**src/rop_pkg.sv**
```systemverilog
// Shared definitions for the render-output agent.
// Holds the lane and word widths, the operand field positions, the
// CSR addresses and the packed structs of every channel.
// Other files refer to these by scoped names.

`default_nettype none

package rop_pkg;

    // core geometry
    localparam int num_lanes  = 2;
    localparam int thread_cnt = 4;
    localparam int warp_cnt   = 4;
    localparam int wid_bits   = $clog2(warp_cnt);
    localparam int pid_bits   = $clog2(thread_cnt / num_lanes);
    localparam int uuid_bits  = 16;
    localparam int xlen       = 32;
    localparam int rd_bits    = 5;

    // fragment field widths
    localparam int dim_bits   = 15;
    localparam int depth_bits = 24;

    // where each fragment field sits inside the lane operands
    localparam int face_bit   = 0;
    localparam int pos_x_lsb  = 1;
    localparam int pos_y_lsb  = 16;

    // configuration register addresses
    localparam int csr_addr_bits = 3;
    localparam logic [csr_addr_bits-1:0] csr_zbuf_addr      = 3'd0;
    localparam logic [csr_addr_bits-1:0] csr_zbuf_pitch     = 3'd1;
    localparam logic [csr_addr_bits-1:0] csr_cbuf_addr      = 3'd2;
    localparam logic [csr_addr_bits-1:0] csr_cbuf_pitch     = 3'd3;
    localparam logic [csr_addr_bits-1:0] csr_cbuf_writemask = 3'd4;
    localparam logic [csr_addr_bits-1:0] csr_depth_func     = 3'd5;
    localparam logic [csr_addr_bits-1:0] csr_stencil_ref    = 3'd6;
    localparam logic [csr_addr_bits-1:0] csr_blend_mode     = 3'd7;

    // request from the execute stage
    typedef struct packed {
        logic [uuid_bits-1:0]               uuid;
        logic [wid_bits-1:0]                wid;
        logic [num_lanes-1:0]               tmask;
        logic [xlen-1:0]                    pc;
        logic [pid_bits-1:0]                pid;
        logic                               sop;
        logic                               eop;
        logic [num_lanes-1:0][xlen-1:0]     rs1;
        logic [num_lanes-1:0][xlen-1:0]     rs2;
        logic [num_lanes-1:0][xlen-1:0]     rs3;
    } exec_req_t;

    // one fragment per lane towards the render-output unit
    typedef struct packed {
        logic [uuid_bits-1:0]               uuid;
        logic [num_lanes-1:0]               mask;
        logic [num_lanes-1:0][dim_bits-1:0] pos_x;
        logic [num_lanes-1:0][dim_bits-1:0] pos_y;
        logic [num_lanes-1:0][31:0]         color;
        logic [num_lanes-1:0][depth_bits-1:0] depth;
        logic [num_lanes-1:0]               face;
    } rop_req_t;

    // instruction retirement, no register writeback
    typedef struct packed {
        logic [uuid_bits-1:0]               uuid;
        logic [wid_bits-1:0]                wid;
        logic [num_lanes-1:0]               tmask;
        logic [xlen-1:0]                    pc;
        logic [pid_bits-1:0]                pid;
        logic                               sop;
        logic                               eop;
        logic [num_lanes-1:0][xlen-1:0]     data;
        logic [rd_bits-1:0]                 rd;
        logic                               wb;
    } commit_t;

    typedef struct packed {
        logic [xlen-1:0] zbuf_addr;
        logic [xlen-1:0] zbuf_pitch;
        logic [xlen-1:0] cbuf_addr;
        logic [xlen-1:0] cbuf_pitch;
        logic [xlen-1:0] cbuf_writemask;
        logic [xlen-1:0] depth_func;
        logic [xlen-1:0] stencil_ref;
        logic [xlen-1:0] blend_mode;
    } rop_csrs_t;

    typedef struct packed {
        logic                     write;
        logic [csr_addr_bits-1:0] addr;
        logic [xlen-1:0]          wdata;
    } csr_req_t;

endpackage

`default_nettype wire

```
**src/elastic_buffer.sv**
```systemverilog
// Two-entry valid/ready buffer with a registered output.
// An output register is backed by one skid entry, so ready_in only
// reflects whether the skid entry is free and never follows valid_in.
// Order is first-in first-out. The payload type is a parameter.

`timescale 1ns/1ps
`default_nettype none

module elastic_buffer #(
    parameter type payload_t = logic
) (
    input  wire logic     clk,
    input  wire logic     rst_n,

    input  wire logic     valid_in,
    output      logic     ready_in,
    input  wire payload_t data_in,

    output      logic     valid_out,
    input  wire logic     ready_out,
    output      payload_t data_out
);

    logic     out_valid;
    payload_t out_data;
    logic     skid_valid;
    payload_t skid_data;

    logic     out_load;
    logic     in_fire;

    // output register may take a new entry when empty or being drained
    assign out_load = !out_valid || ready_out;
    assign in_fire  = valid_in && ready_in;

    // full when both the output register and the skid entry hold data
    assign ready_in  = !skid_valid;
    assign valid_out = out_valid;
    assign data_out  = out_data;

    always_ff @(posedge clk) begin
        if (!rst_n) begin
            out_valid  <= 1'b0;
            skid_valid <= 1'b0;
        end else begin
            if (out_load) begin
                // the skid entry is older than anything on the input
                if (skid_valid) begin
                    out_valid  <= 1'b1;
                    skid_valid <= 1'b0;
                end else begin
                    out_valid <= valid_in;
                end
            end else if (in_fire) begin
                // output stalled, park the new entry
                skid_valid <= 1'b1;
            end
        end
    end

    always_ff @(posedge clk) begin
        if (out_load) begin
            if (skid_valid) begin
                out_data <= skid_data;
            end else if (valid_in) begin
                out_data <= data_in;
            end
        end else if (in_fire) begin
            skid_data <= data_in;
        end
    end

endmodule

`default_nettype wire

```
**src/rop_agent.sv**
```systemverilog
// Render-output agent of the GPU core, top level.
// Each execute request is split into a render-output bus request and a
// commit record, each behind its own elastic buffer, so that both are
// taken on the same edge or not at all. Also holds the configuration
// registers behind the CSR port.

`timescale 1ns/1ps
`default_nettype none

module rop_agent (
    input  wire logic                     clk,
    input  wire logic                     rst_n,

    // execute stage
    input  wire logic                     exec_valid,
    output      logic                     exec_ready,
    input  wire rop_pkg::exec_req_t       exec_data,

    // render-output bus
    output      logic                     rop_valid,
    input  wire logic                     rop_ready,
    output      rop_pkg::rop_req_t        rop_data,

    // commit
    output      logic                     commit_valid,
    input  wire logic                     commit_ready,
    output      rop_pkg::commit_t         commit_data,

    // CSR port
    input  wire logic                     csr_valid,
    input  wire rop_pkg::csr_req_t        csr_data,
    output      logic                     csr_rsp_valid,
    output      logic [rop_pkg::xlen-1:0] csr_rsp_data
);

    rop_pkg::rop_req_t req_in;
    rop_pkg::commit_t  rsp_in;

    logic req_valid_in;
    logic req_ready_in;
    logic rsp_valid_in;
    logic rsp_ready_in;

    // unpack the fragment of each lane from the source operands
    always_comb begin
        req_in      = '0;
        req_in.uuid = exec_data.uuid;
        req_in.mask = exec_data.tmask;
        for (int i = 0; i < rop_pkg::num_lanes; i++) begin
            req_in.face[i]  = exec_data.rs1[i][rop_pkg::face_bit];
            req_in.pos_x[i] = exec_data.rs1[i][rop_pkg::pos_x_lsb +: rop_pkg::dim_bits];
            req_in.pos_y[i] = exec_data.rs1[i][rop_pkg::pos_y_lsb +: rop_pkg::dim_bits];
            req_in.color[i] = exec_data.rs2[i][31:0];
            req_in.depth[i] = exec_data.rs3[i][rop_pkg::depth_bits-1:0];
        end
    end

    // the commit only retires the instruction, nothing is written back
    always_comb begin
        rsp_in       = '0;
        rsp_in.uuid  = exec_data.uuid;
        rsp_in.wid   = exec_data.wid;
        rsp_in.tmask = exec_data.tmask;
        rsp_in.pc    = exec_data.pc;
        rsp_in.pid   = exec_data.pid;
        rsp_in.sop   = exec_data.sop;
        rsp_in.eop   = exec_data.eop;
    end

    // fork: each side only pushes when the other can take it too
    assign req_valid_in = exec_valid && rsp_ready_in;
    assign rsp_valid_in = exec_valid && req_ready_in;
    assign exec_ready   = req_ready_in && rsp_ready_in;

    rop_csr csr0 (
        .clk           (clk),
        .rst_n         (rst_n),
        .csr_valid     (csr_valid),
        .csr_data      (csr_data),
        .csr_rsp_valid (csr_rsp_valid),
        .csr_rsp_data  (csr_rsp_data),
        .rop_csrs      ()
    );

    elastic_buffer #(
        .payload_t (rop_pkg::rop_req_t)
    ) req_buf (
        .clk       (clk),
        .rst_n     (rst_n),
        .valid_in  (req_valid_in),
        .ready_in  (req_ready_in),
        .data_in   (req_in),
        .valid_out (rop_valid),
        .ready_out (rop_ready),
        .data_out  (rop_data)
    );

    elastic_buffer #(
        .payload_t (rop_pkg::commit_t)
    ) rsp_buf (
        .clk       (clk),
        .rst_n     (rst_n),
        .valid_in  (rsp_valid_in),
        .ready_in  (rsp_ready_in),
        .data_in   (rsp_in),
        .valid_out (commit_valid),
        .ready_out (commit_ready),
        .data_out  (commit_data)
    );

endmodule

`default_nettype wire

```
**src/rop_csr.sv**
```systemverilog
// Render-output configuration registers.
// A write lands on the edge where it is presented. A read returns the
// register value on csr_rsp_data for one cycle after that edge, and an
// unknown address reads zero. The full set is also offered as a struct.

`timescale 1ns/1ps
`default_nettype none

module rop_csr (
    input  wire logic                    clk,
    input  wire logic                    rst_n,

    input  wire logic                    csr_valid,
    input  wire rop_pkg::csr_req_t       csr_data,

    output      logic                    csr_rsp_valid,
    output      logic [rop_pkg::xlen-1:0] csr_rsp_data,

    output      rop_pkg::rop_csrs_t      rop_csrs
);

    rop_pkg::rop_csrs_t       csrs_q;
    logic [rop_pkg::xlen-1:0] rd_value;
    logic                     do_write;
    logic                     do_read;

    assign do_write = csr_valid && csr_data.write;
    assign do_read  = csr_valid && !csr_data.write;

    always_ff @(posedge clk) begin
        if (!rst_n) begin
            csrs_q <= '0;
        end else if (do_write) begin
            case (csr_data.addr)
                rop_pkg::csr_zbuf_addr:      csrs_q.zbuf_addr      <= csr_data.wdata;
                rop_pkg::csr_zbuf_pitch:     csrs_q.zbuf_pitch     <= csr_data.wdata;
                rop_pkg::csr_cbuf_addr:      csrs_q.cbuf_addr      <= csr_data.wdata;
                rop_pkg::csr_cbuf_pitch:     csrs_q.cbuf_pitch     <= csr_data.wdata;
                rop_pkg::csr_cbuf_writemask: csrs_q.cbuf_writemask <= csr_data.wdata;
                rop_pkg::csr_depth_func:     csrs_q.depth_func     <= csr_data.wdata;
                rop_pkg::csr_stencil_ref:    csrs_q.stencil_ref    <= csr_data.wdata;
                rop_pkg::csr_blend_mode:     csrs_q.blend_mode     <= csr_data.wdata;
                default: ;
            endcase
        end
    end

    // read mux
    always_comb begin
        case (csr_data.addr)
            rop_pkg::csr_zbuf_addr:      rd_value = csrs_q.zbuf_addr;
            rop_pkg::csr_zbuf_pitch:     rd_value = csrs_q.zbuf_pitch;
            rop_pkg::csr_cbuf_addr:      rd_value = csrs_q.cbuf_addr;
            rop_pkg::csr_cbuf_pitch:     rd_value = csrs_q.cbuf_pitch;
            rop_pkg::csr_cbuf_writemask: rd_value = csrs_q.cbuf_writemask;
            rop_pkg::csr_depth_func:     rd_value = csrs_q.depth_func;
            rop_pkg::csr_stencil_ref:    rd_value = csrs_q.stencil_ref;
            rop_pkg::csr_blend_mode:     rd_value = csrs_q.blend_mode;
            default:                     rd_value = '0;
        endcase
    end

    always_ff @(posedge clk) begin
        if (!rst_n) begin
            csr_rsp_valid <= 1'b0;
        end else begin
            csr_rsp_valid <= do_read;
        end
    end

    always_ff @(posedge clk) begin
        if (do_read) begin
            csr_rsp_data <= rd_value;
        end
    end

    assign rop_csrs = csrs_q;

endmodule

`default_nettype wire

```
**config.mk**
```make
export PLATFORM = sky130hd
export DESIGN_NAME = rop_agent
export DESIGN_NICKNAME = d
export VERILOG_FILES = /design/src/rop_pkg.sv /design/src/elastic_buffer.sv /design/src/rop_agent.sv /design/src/rop_csr.sv
export SDC_FILE = /design/constraint.sdc
export NUM_CORES = 1
export LEC_CHECK = 0
export BUFFER_PORTS_ARGS = -buffer_cell sky130_fd_sc_hd__buf_2
export CORE_UTILIZATION = 40
export DETAILED_ROUTE_END_ITERATION = 8
export PLACE_DENSITY = 0.68
export SYNTH_ARGS = -nofsm -noshare
export SYNTH_HDL_FRONTEND = slang
export SYNTH_SLANG_ARGS = --single-unit
```
**constraint.sdc**
```tcl
create_clock -name clk -period 16.85 [get_ports clk]
set_input_delay 0.8425 -clock clk [delete_from_list [all_inputs] [get_ports clk]]
set_output_delay 0.8425 -clock clk [all_outputs]
set_load 0.05 [all_outputs]
```
==> results_dict.tcl, run 1 <==
set metrics [dict create \
    finClkSkew_ns 0.03808 \
    nFillCells 6884 \
    grt-ovfl-total 0 \
    r2r-end "req_buf.skid_data[41]" \
    design_area_mm2 0.03712 \
    maxSlewHeadroom_pct 29.29 \
    cts_buffers 85 \
    hp-class "primary input to flip-flop" \
    fp.dieW_um 281.5 \
    drt-pass1-iter-count 5 \
    die_h_um 281.5 \
    crit_path_start_kind "flip-flop" \
    clkSlewWorstSetupHoldPaths_ns 0.06 \
    syn_area_per_cell_um2 13.30 \
    fp-row-count 102 \
    place_area_mm2 0.03445 \
    holdPathStages 1 \
    crit_chain "nor2_1 -> nand2_1 -> nor2_4 -> buf_4 -> buf_4 -> buf_4" \
    cts_tree "yes" \
    reg2reg_depth 6 \
    port_buffers 553 \
    cts_resized 0 \
    reg2reg_from "req_buf.skid_valid" \
    p_switching_mw 1.148 \
    intPower_mw 3.238 \
    setup_viol 0 \
    grt_pass1_vias 18780 \
    crit_cells 6 \
    post_cts_buffers 0 \
    r2r_setup_slack_ns 12.79 \
    vias_per_cell 5.001 \
    rsz0062_at_grt "no" \
    drc_errors 0 \
    ys_seq_elements 787 \
    clock_sinks 787 \
    synthCells 2349 \
    htreeDepth 3 \
    antenna_found_initial 34 \
    dp_hpwl_um 53960 \
    cp_slowest_cell "buf_4" \
    cp_max_fo 71 \
    fin_crit_sh_pct 24.08 \
    p_per_area_mw_per_mm2 118.1 \
    ant_nets 0 \
    min_to "req_buf.skid_data[141]" \
    critPathTopFamily "buffers and inverters" \
    holdWs_ns 0.3776 \
    path_buf_inv 3 \
    fin_cells 3961 \
    worstSetupPathType "flip-flop to flip-flop" \
    yosysSeqAreaShare_pct 67.28 \
    fin_util_pct 48.00 \
    finalHoldViolations 0 \
    drive_gt1_share_pct 33.67 \
    core-area_mm2 0.07734 \
    period_minus_slack_ns 4.058 \
    max_slew.worst_pin.slew_ns 1.061 \
    maxCapViolCount 0 \
    start_util_pct 40.40 \
    fin_setup_tns_ns 0 \
    hp-start "exec_data[188]" \
    drtIter0Drc 1483 \
    leakage_nw 13.44 \
    layout.nets 3132 \
    synthFlopType "edfxtp_1" \
    grt_pass1_wl_um 120100 \
    grt_max_degree 163 \
    final_cell_mix "buf_2 (550), edfxtp_1 (526), nand2_1 (524), dfxtp_1 (259), mux2_2 (248)" \
    area_growth_pct 18.81 \
    grtUsageTotal_pct 20.22 \
    ir_drop_v 0.00007772 \
    drv_slew 0 \
    route.detailed.wl_per_inst_um 21.09 \
    ctsHoldBuffers 0 \
    dp.cells 3796 \
    swShare_pct 26.17 \
    yosys_warnings 0 \
    cp-end-kind "flip-flop" \
    sequentialPowerShare_pct 49.3 \
    cts_buffer_depth 3 \
    synth_edf_count 526 \
    path_common_cell "buf_4" \
    globalplace.congestion 0.8404 \
    synth_area_leader_cell "edfxtp_1" \
    synthDistinctLibCells 39 \
    mostFrequentLayoutCell "buf_2" \
    cpPeakStageDelay_ns 0.88 \
    postRouteWirelength_um 83540 \
    power_frac_clock_pct 40.2 \
    netlist_area_mm2 0.03124 \
    vias 19810 \
    insertion_delay_ns 0.65 \
    cp.required_ns 17.10 \
    arrival_ns 4.30 \
    fmax_mhz 246.5 \
    synth_top_area_share_pct 50.56 \
    ys_top_cells_by_area "edfxtp_1 (51%), dfxtp_1 (17%), mux2_2 (8.9%)" \
    clockRootBuffer "clkbuf_16" \
    status "completed" \
    dieArea_mm2 0.07923 \
    async_flop_share_pct 0 \
    io_pins 642 \
    pwr-share-comb_pct 10.5 \
]
-- per-stage QoR --
stage,power (mW),worst slack [ns]
2_1_floorplan,2.554,5.824
3_3_place_gp,2.660,12.59
3_5_place_dp,2.664,12.60
4_1_cts,4.428,12.78
5_1_grt,4.531,12.53
6_report,4.386,12.79
-- layer usage --
layer	vias up	track usage (%)	routed length (µm)
met2	726	32.64	40070
met3	196	6.273	7137
met4	38	9.267	3358
met5	-	1.221	372
met1	9627	24.61	32590
li1	9220	-	-
-- power groups by stage --
stage | sequential [mW] | clock [mW] | combinational, mW
global route | 2.17 | 1.88 | 0.482
CTS | 2.16 | 1.80 | 0.462
global placement | 2.20 | 0 | 0.458
detailed placement | 2.20 | 0 | 0.460
floorplan | 2.38 | 0 | 0.173
finish | 2.16 | 1.76 | 0.459
-- logic make-up (layout without fill, tap and decap cells) --
family | after synthesis | in the layout | share of synthesized area (%)
muxes | 310 | 310 | 11.25
AOI/OAI and AO/OA | 353 | 353 | 8.686
DFF | 787 | 787 | 67.28
other | 1 | 83 | 0.01200
buffers and inverters | 274 | 764 | 4.950
and+or+nand+nor | 624 | 624 | 7.825
-- registers in the layout (all words and copies together), names as in the netlist --
signal              cells
csr0.csr_rsp_data      32
rsp_buf.skid_valid      1
req_buf.skid_valid      1
req_buf.valid_out       1
req_buf.data_out      192
rsp_buf.skid_data      55
csr0.rop_csrs         256
req_buf.skid_data     192
rsp_buf.valid_out       1
rsp_buf.data_out       55
csr0.csr_rsp_valid      1
-- worst max-delay path by stage --
stage / start / endpoint / slack (ns)
final: req_buf.skid_valid / req_buf.skid_data[41] / 12.79
after global routing: req_buf.skid_valid / req_buf.skid_data[27] / 12.53
after CTS: req_buf.skid_valid / req_buf.skid_data[138] / 12.78
after detailed placement: rop_ready / req_buf.skid_data[27] / 12.60
after global placement: rop_ready / req_buf.skid_data[36] / 12.59
after floorplan: req_buf.skid_valid / req_buf.data_out[0] / 5.82
-- cell type report --
cell class / count / area [µm²] / share of cell area [%]
clock inverter: 45 / 395.4 / 1.065
antenna: 13 / 32.53 / 0.08764
clock buffer: 107 / 2240 / 6.034
sequential: 787 / 21030 / 56.64
multi-input combinational: 1357 / 9009 / 24.27
tap: 1040 / 1301 / 3.506
inverter: 28 / 105.1 / 0.2831
timing repair buffer: 584 / 3012 / 8.113
-- Yosys cell counts, drive strengths merged (2+ instances only) --
library cell and n:
nand2 528, edfxtp 526, dfxtp 261, a21boi 258, mux2 248, buf 191, nor2 71, clkbuf 55
mux2i 54, a221oi 46, inv 28, o2bb2ai 23, a21oi 14, a211o 8, mux4 8, nor2b 5
and2 3, nand2b 3, nand3 3, or3 3, nor3 2, nor3b 2
(Power assumes the default switching activity.)
==> run 2: changes to the inputs <==
--- a/config.mk
+++ b/config.mk
@@ -5,6 +5,7 @@
 export SDC_FILE = /design/constraint.sdc
 export NUM_CORES = 1
 export LEC_CHECK = 0
+export ABC_AREA = 1
 export BUFFER_PORTS_ARGS = -buffer_cell sky130_fd_sc_hd__buf_2
 export CORE_UTILIZATION = 40
 export DETAILED_ROUTE_END_ITERATION = 8
==> constraint.sdc (replaced) <==
create_clock -name clk -period 3.99 [get_ports clk]
set_input_delay 0.1995 -clock clk [delete_from_list [all_inputs] [get_ports clk]]
set_output_delay 0.1995 -clock clk [all_outputs]
set_load 0.05 [all_outputs]
==> run 2 against run 1 <==
Via count grew 27%. Critical endpoint is now req_buf.skid_data[172]. Clock power rose to 4.2 times the previous value. Clock-buffer cell count shrank 2. Combinational power grew to 4.9 times the previous value. Critical path type unchanged. Maximum frequency grew 63%. Wire length grew 13%. Global-route usage increased by 2.7 points.
==> results_dict.tcl, run 2 <==
set metrics [dict create \
    drc_errors 0 \
    yosysSeqAreaShare_pct 67.17 \
    fp-row-count 102 \
    nFillCells 6736 \
    antenna_found_initial 19 \
    synth_edf_count 526 \
    grt_max_degree 200 \
    clkSlewWorstSetupHoldPaths_ns 0.06 \
    grtUsageTotal_pct 22.90 \
    ir_drop_v 0.0003557 \
    finClkSkew_ns 0.03043 \
    die_h_um 281.7 \
    yosys_warnings 0 \
    final_cell_mix "nand2_1 (958), buf_2 (551), edfxtp_1 (526), nor2_1 (418), dlygate4sd3_1 (267)" \
    grt-ovfl-total 0 \
    drive_gt1_share_pct 19.06 \
    synthMostInstantiatedCell "nand2_1" \
    dp_hpwl_um 56990 \
    design_area_mm2 0.04000 \
    htreeDepth 3 \
    path_common_cell "buf_4" \
    seq_area_mm2 0.02103 \
    clockRootBuffer "clkbuf_16" \
    synth_top_area_share_pct 50.47 \
    layout.nets 4185 \
    place_area_mm2 0.03467 \
    crit_chain "inv_1 -> buf_4 -> nand3_2 -> nor2_4 -> buf_4" \
    p_per_area_mw_per_mm2 471.5 \
    worstSetupPathType "flip-flop to flip-flop" \
    io_pins 642 \
    grt_pass1_vias 23830 \
    timing.final.ws_setup_ns 1.502 \
    drtIter0Drc 2593 \
    post_cts_buffers 0 \
    max_slew.worst_pin.slew_ns 1.059 \
    drt-pass1-iter-count 6 \
    ant_nets 0 \
    dieArea_mm2 0.07936 \
    maxSlewHeadroom_pct 29.42 \
    synthDistinctLibCells 23 \
    mostFrequentLayoutCell "nand2_1" \
    route.detailed.wl_per_inst_um 18.76 \
    leakage_nw 16.81 \
    crit_path_start_kind "flip-flop" \
    fmax_mhz 401.9 \
    holdWs_ns 0.1270 \
    globalplace.congestion 0.8117 \
    rsz0062_at_grt "no" \
    hp-class "primary input to flip-flop" \
    status "completed" \
    vias_per_cell 5.003 \
    cts_buffer_depth 3 \
    clock_sinks 787 \
    grt_pass1_wl_um 140600 \
    synth_common_cells "nand2_1 (958), edfxtp_1 (526), nor2_1 (429)" \
    finalHoldViolations 0 \
    ys_top_cells_by_area "edfxtp_1 (50%), dfxtp_1 (17%), nand2_1 (11%)" \
    async_flop_share_pct 0 \
    area_growth_pct 27.83 \
    synthFlopType "edfxtp_1" \
    syn_area_per_cell_um2 9.841 \
    period_minus_slack_ns 2.488 \
    cp.required_ns 4.27 \
    largest_reg_flops 256 \
    cts_tree "yes" \
    ys_seq_elements 787 \
    multi_input_comb_area_mm2 0.008733 \
    port_buffers 553 \
    cts_buffers 83 \
    insertion_delay_ns 0.64 \
    cp_max_fo 39 \
    pre_cts_slack_ns 1.215 \
    vias 25120 \
    fin_crit_sh_pct 62.36 \
    synthCells 3180 \
    path_buf_inv 3 \
    synth_area_leader_cell "edfxtp_1" \
    core-area_mm2 0.07747 \
    netlist_area_mm2 0.03130 \
    drv_slew 0 \
    critPathTopFamily "simple AND/OR/NAND/NOR gates" \
    cpPeakStageDelay_ns 0.70 \
    arrival_ns 2.77 \
    postRouteWirelength_um 94180 \
    fin_setup_tns_ns 0 \
    fp.dieW_um 281.7 \
    maxCapViolCount 0 \
    setup_viol 0 \
    start_util_pct 40.40 \
    cp_slowest_cell "nor2_4" \
    cp-end-kind "flip-flop" \
]
run 2: stage by stage:
step	utilization [%]	power, mW	instances
detailed placement	44.76	11.33	4584
finish	51.64	18.86	5021
floorplan	-	10.76	3249
CTS	51.58	18.93	5001
global placement	44.76	11.31	4584
global route	51.60	19.45	5009
run 2: layout make-up:
class,instances,area share (%)
Clock buffer,105,5.639
Multi-Input combinational cell,2058,21.83
Antenna cell,20,0.1251
Sequential cell,787,52.57
Clock inverter,45,0.8820
Tap cell,1040,3.253
Timing Repair Buffer,869,14.78
Inverter,97,0.9227
run 2: power by group:
part	internal, mW	switching [mW]
combinational	0.553	1.69
clock	4.17	3.28
sequential	9.07	0.101
run 2: cell families after synthesis:
| logic type | count (synthesis) | share of synthesized area, % |
|---|---|---|
| AOI/OAI and AO/OA | 264 | 4.222 |
| buffers and inverters | 404 | 5.985 |
| DFF | 787 | 67.17 |
| other | 1 | 0.01198 |
| and+or+nand+nor | 1724 | 22.61 |
run 2: metal layers:
| metal | up-vias | share of wire [%] | global-route usage [%] |
|---|---|---|---|
| met1 | 11880 | 39 | 28.71 |
| met4 | 8 | 4.0 | 10.23 |
| met3 | 230 | 8.0 | 4.922 |
| li1 | 11910 | - | - |
| met5 | - | 0.051 | 0 |
| met2 | 1095 | 49 | 37.94 |
run 2: final timing paths:
path	cells after the start	from	slack, ns	endpoint
setup / recovery	5	rsp_buf.skid_valid	1.50	req_buf.skid_data[172]
hold reg to reg	2	csr0.rop_csrs[108]	0.47	csr0.rop_csrs[108]
hold / removal	3	rst_n	0.13	csr0.rop_csrs[149]
setup reg to reg	5	rsp_buf.skid_valid	1.50	req_buf.skid_data[172]
run 2: repair_timing:
action	4_1_cts	5_1_grt
hold endpoints to repair	754	0
hold buffers	267	0
gates resized for setup	0	0
run 2: tightest hold or removal path, cell delays in order:
cell     delay, ns
buf_4         0.30
nand2_1       0.17
nor2_1        0.03
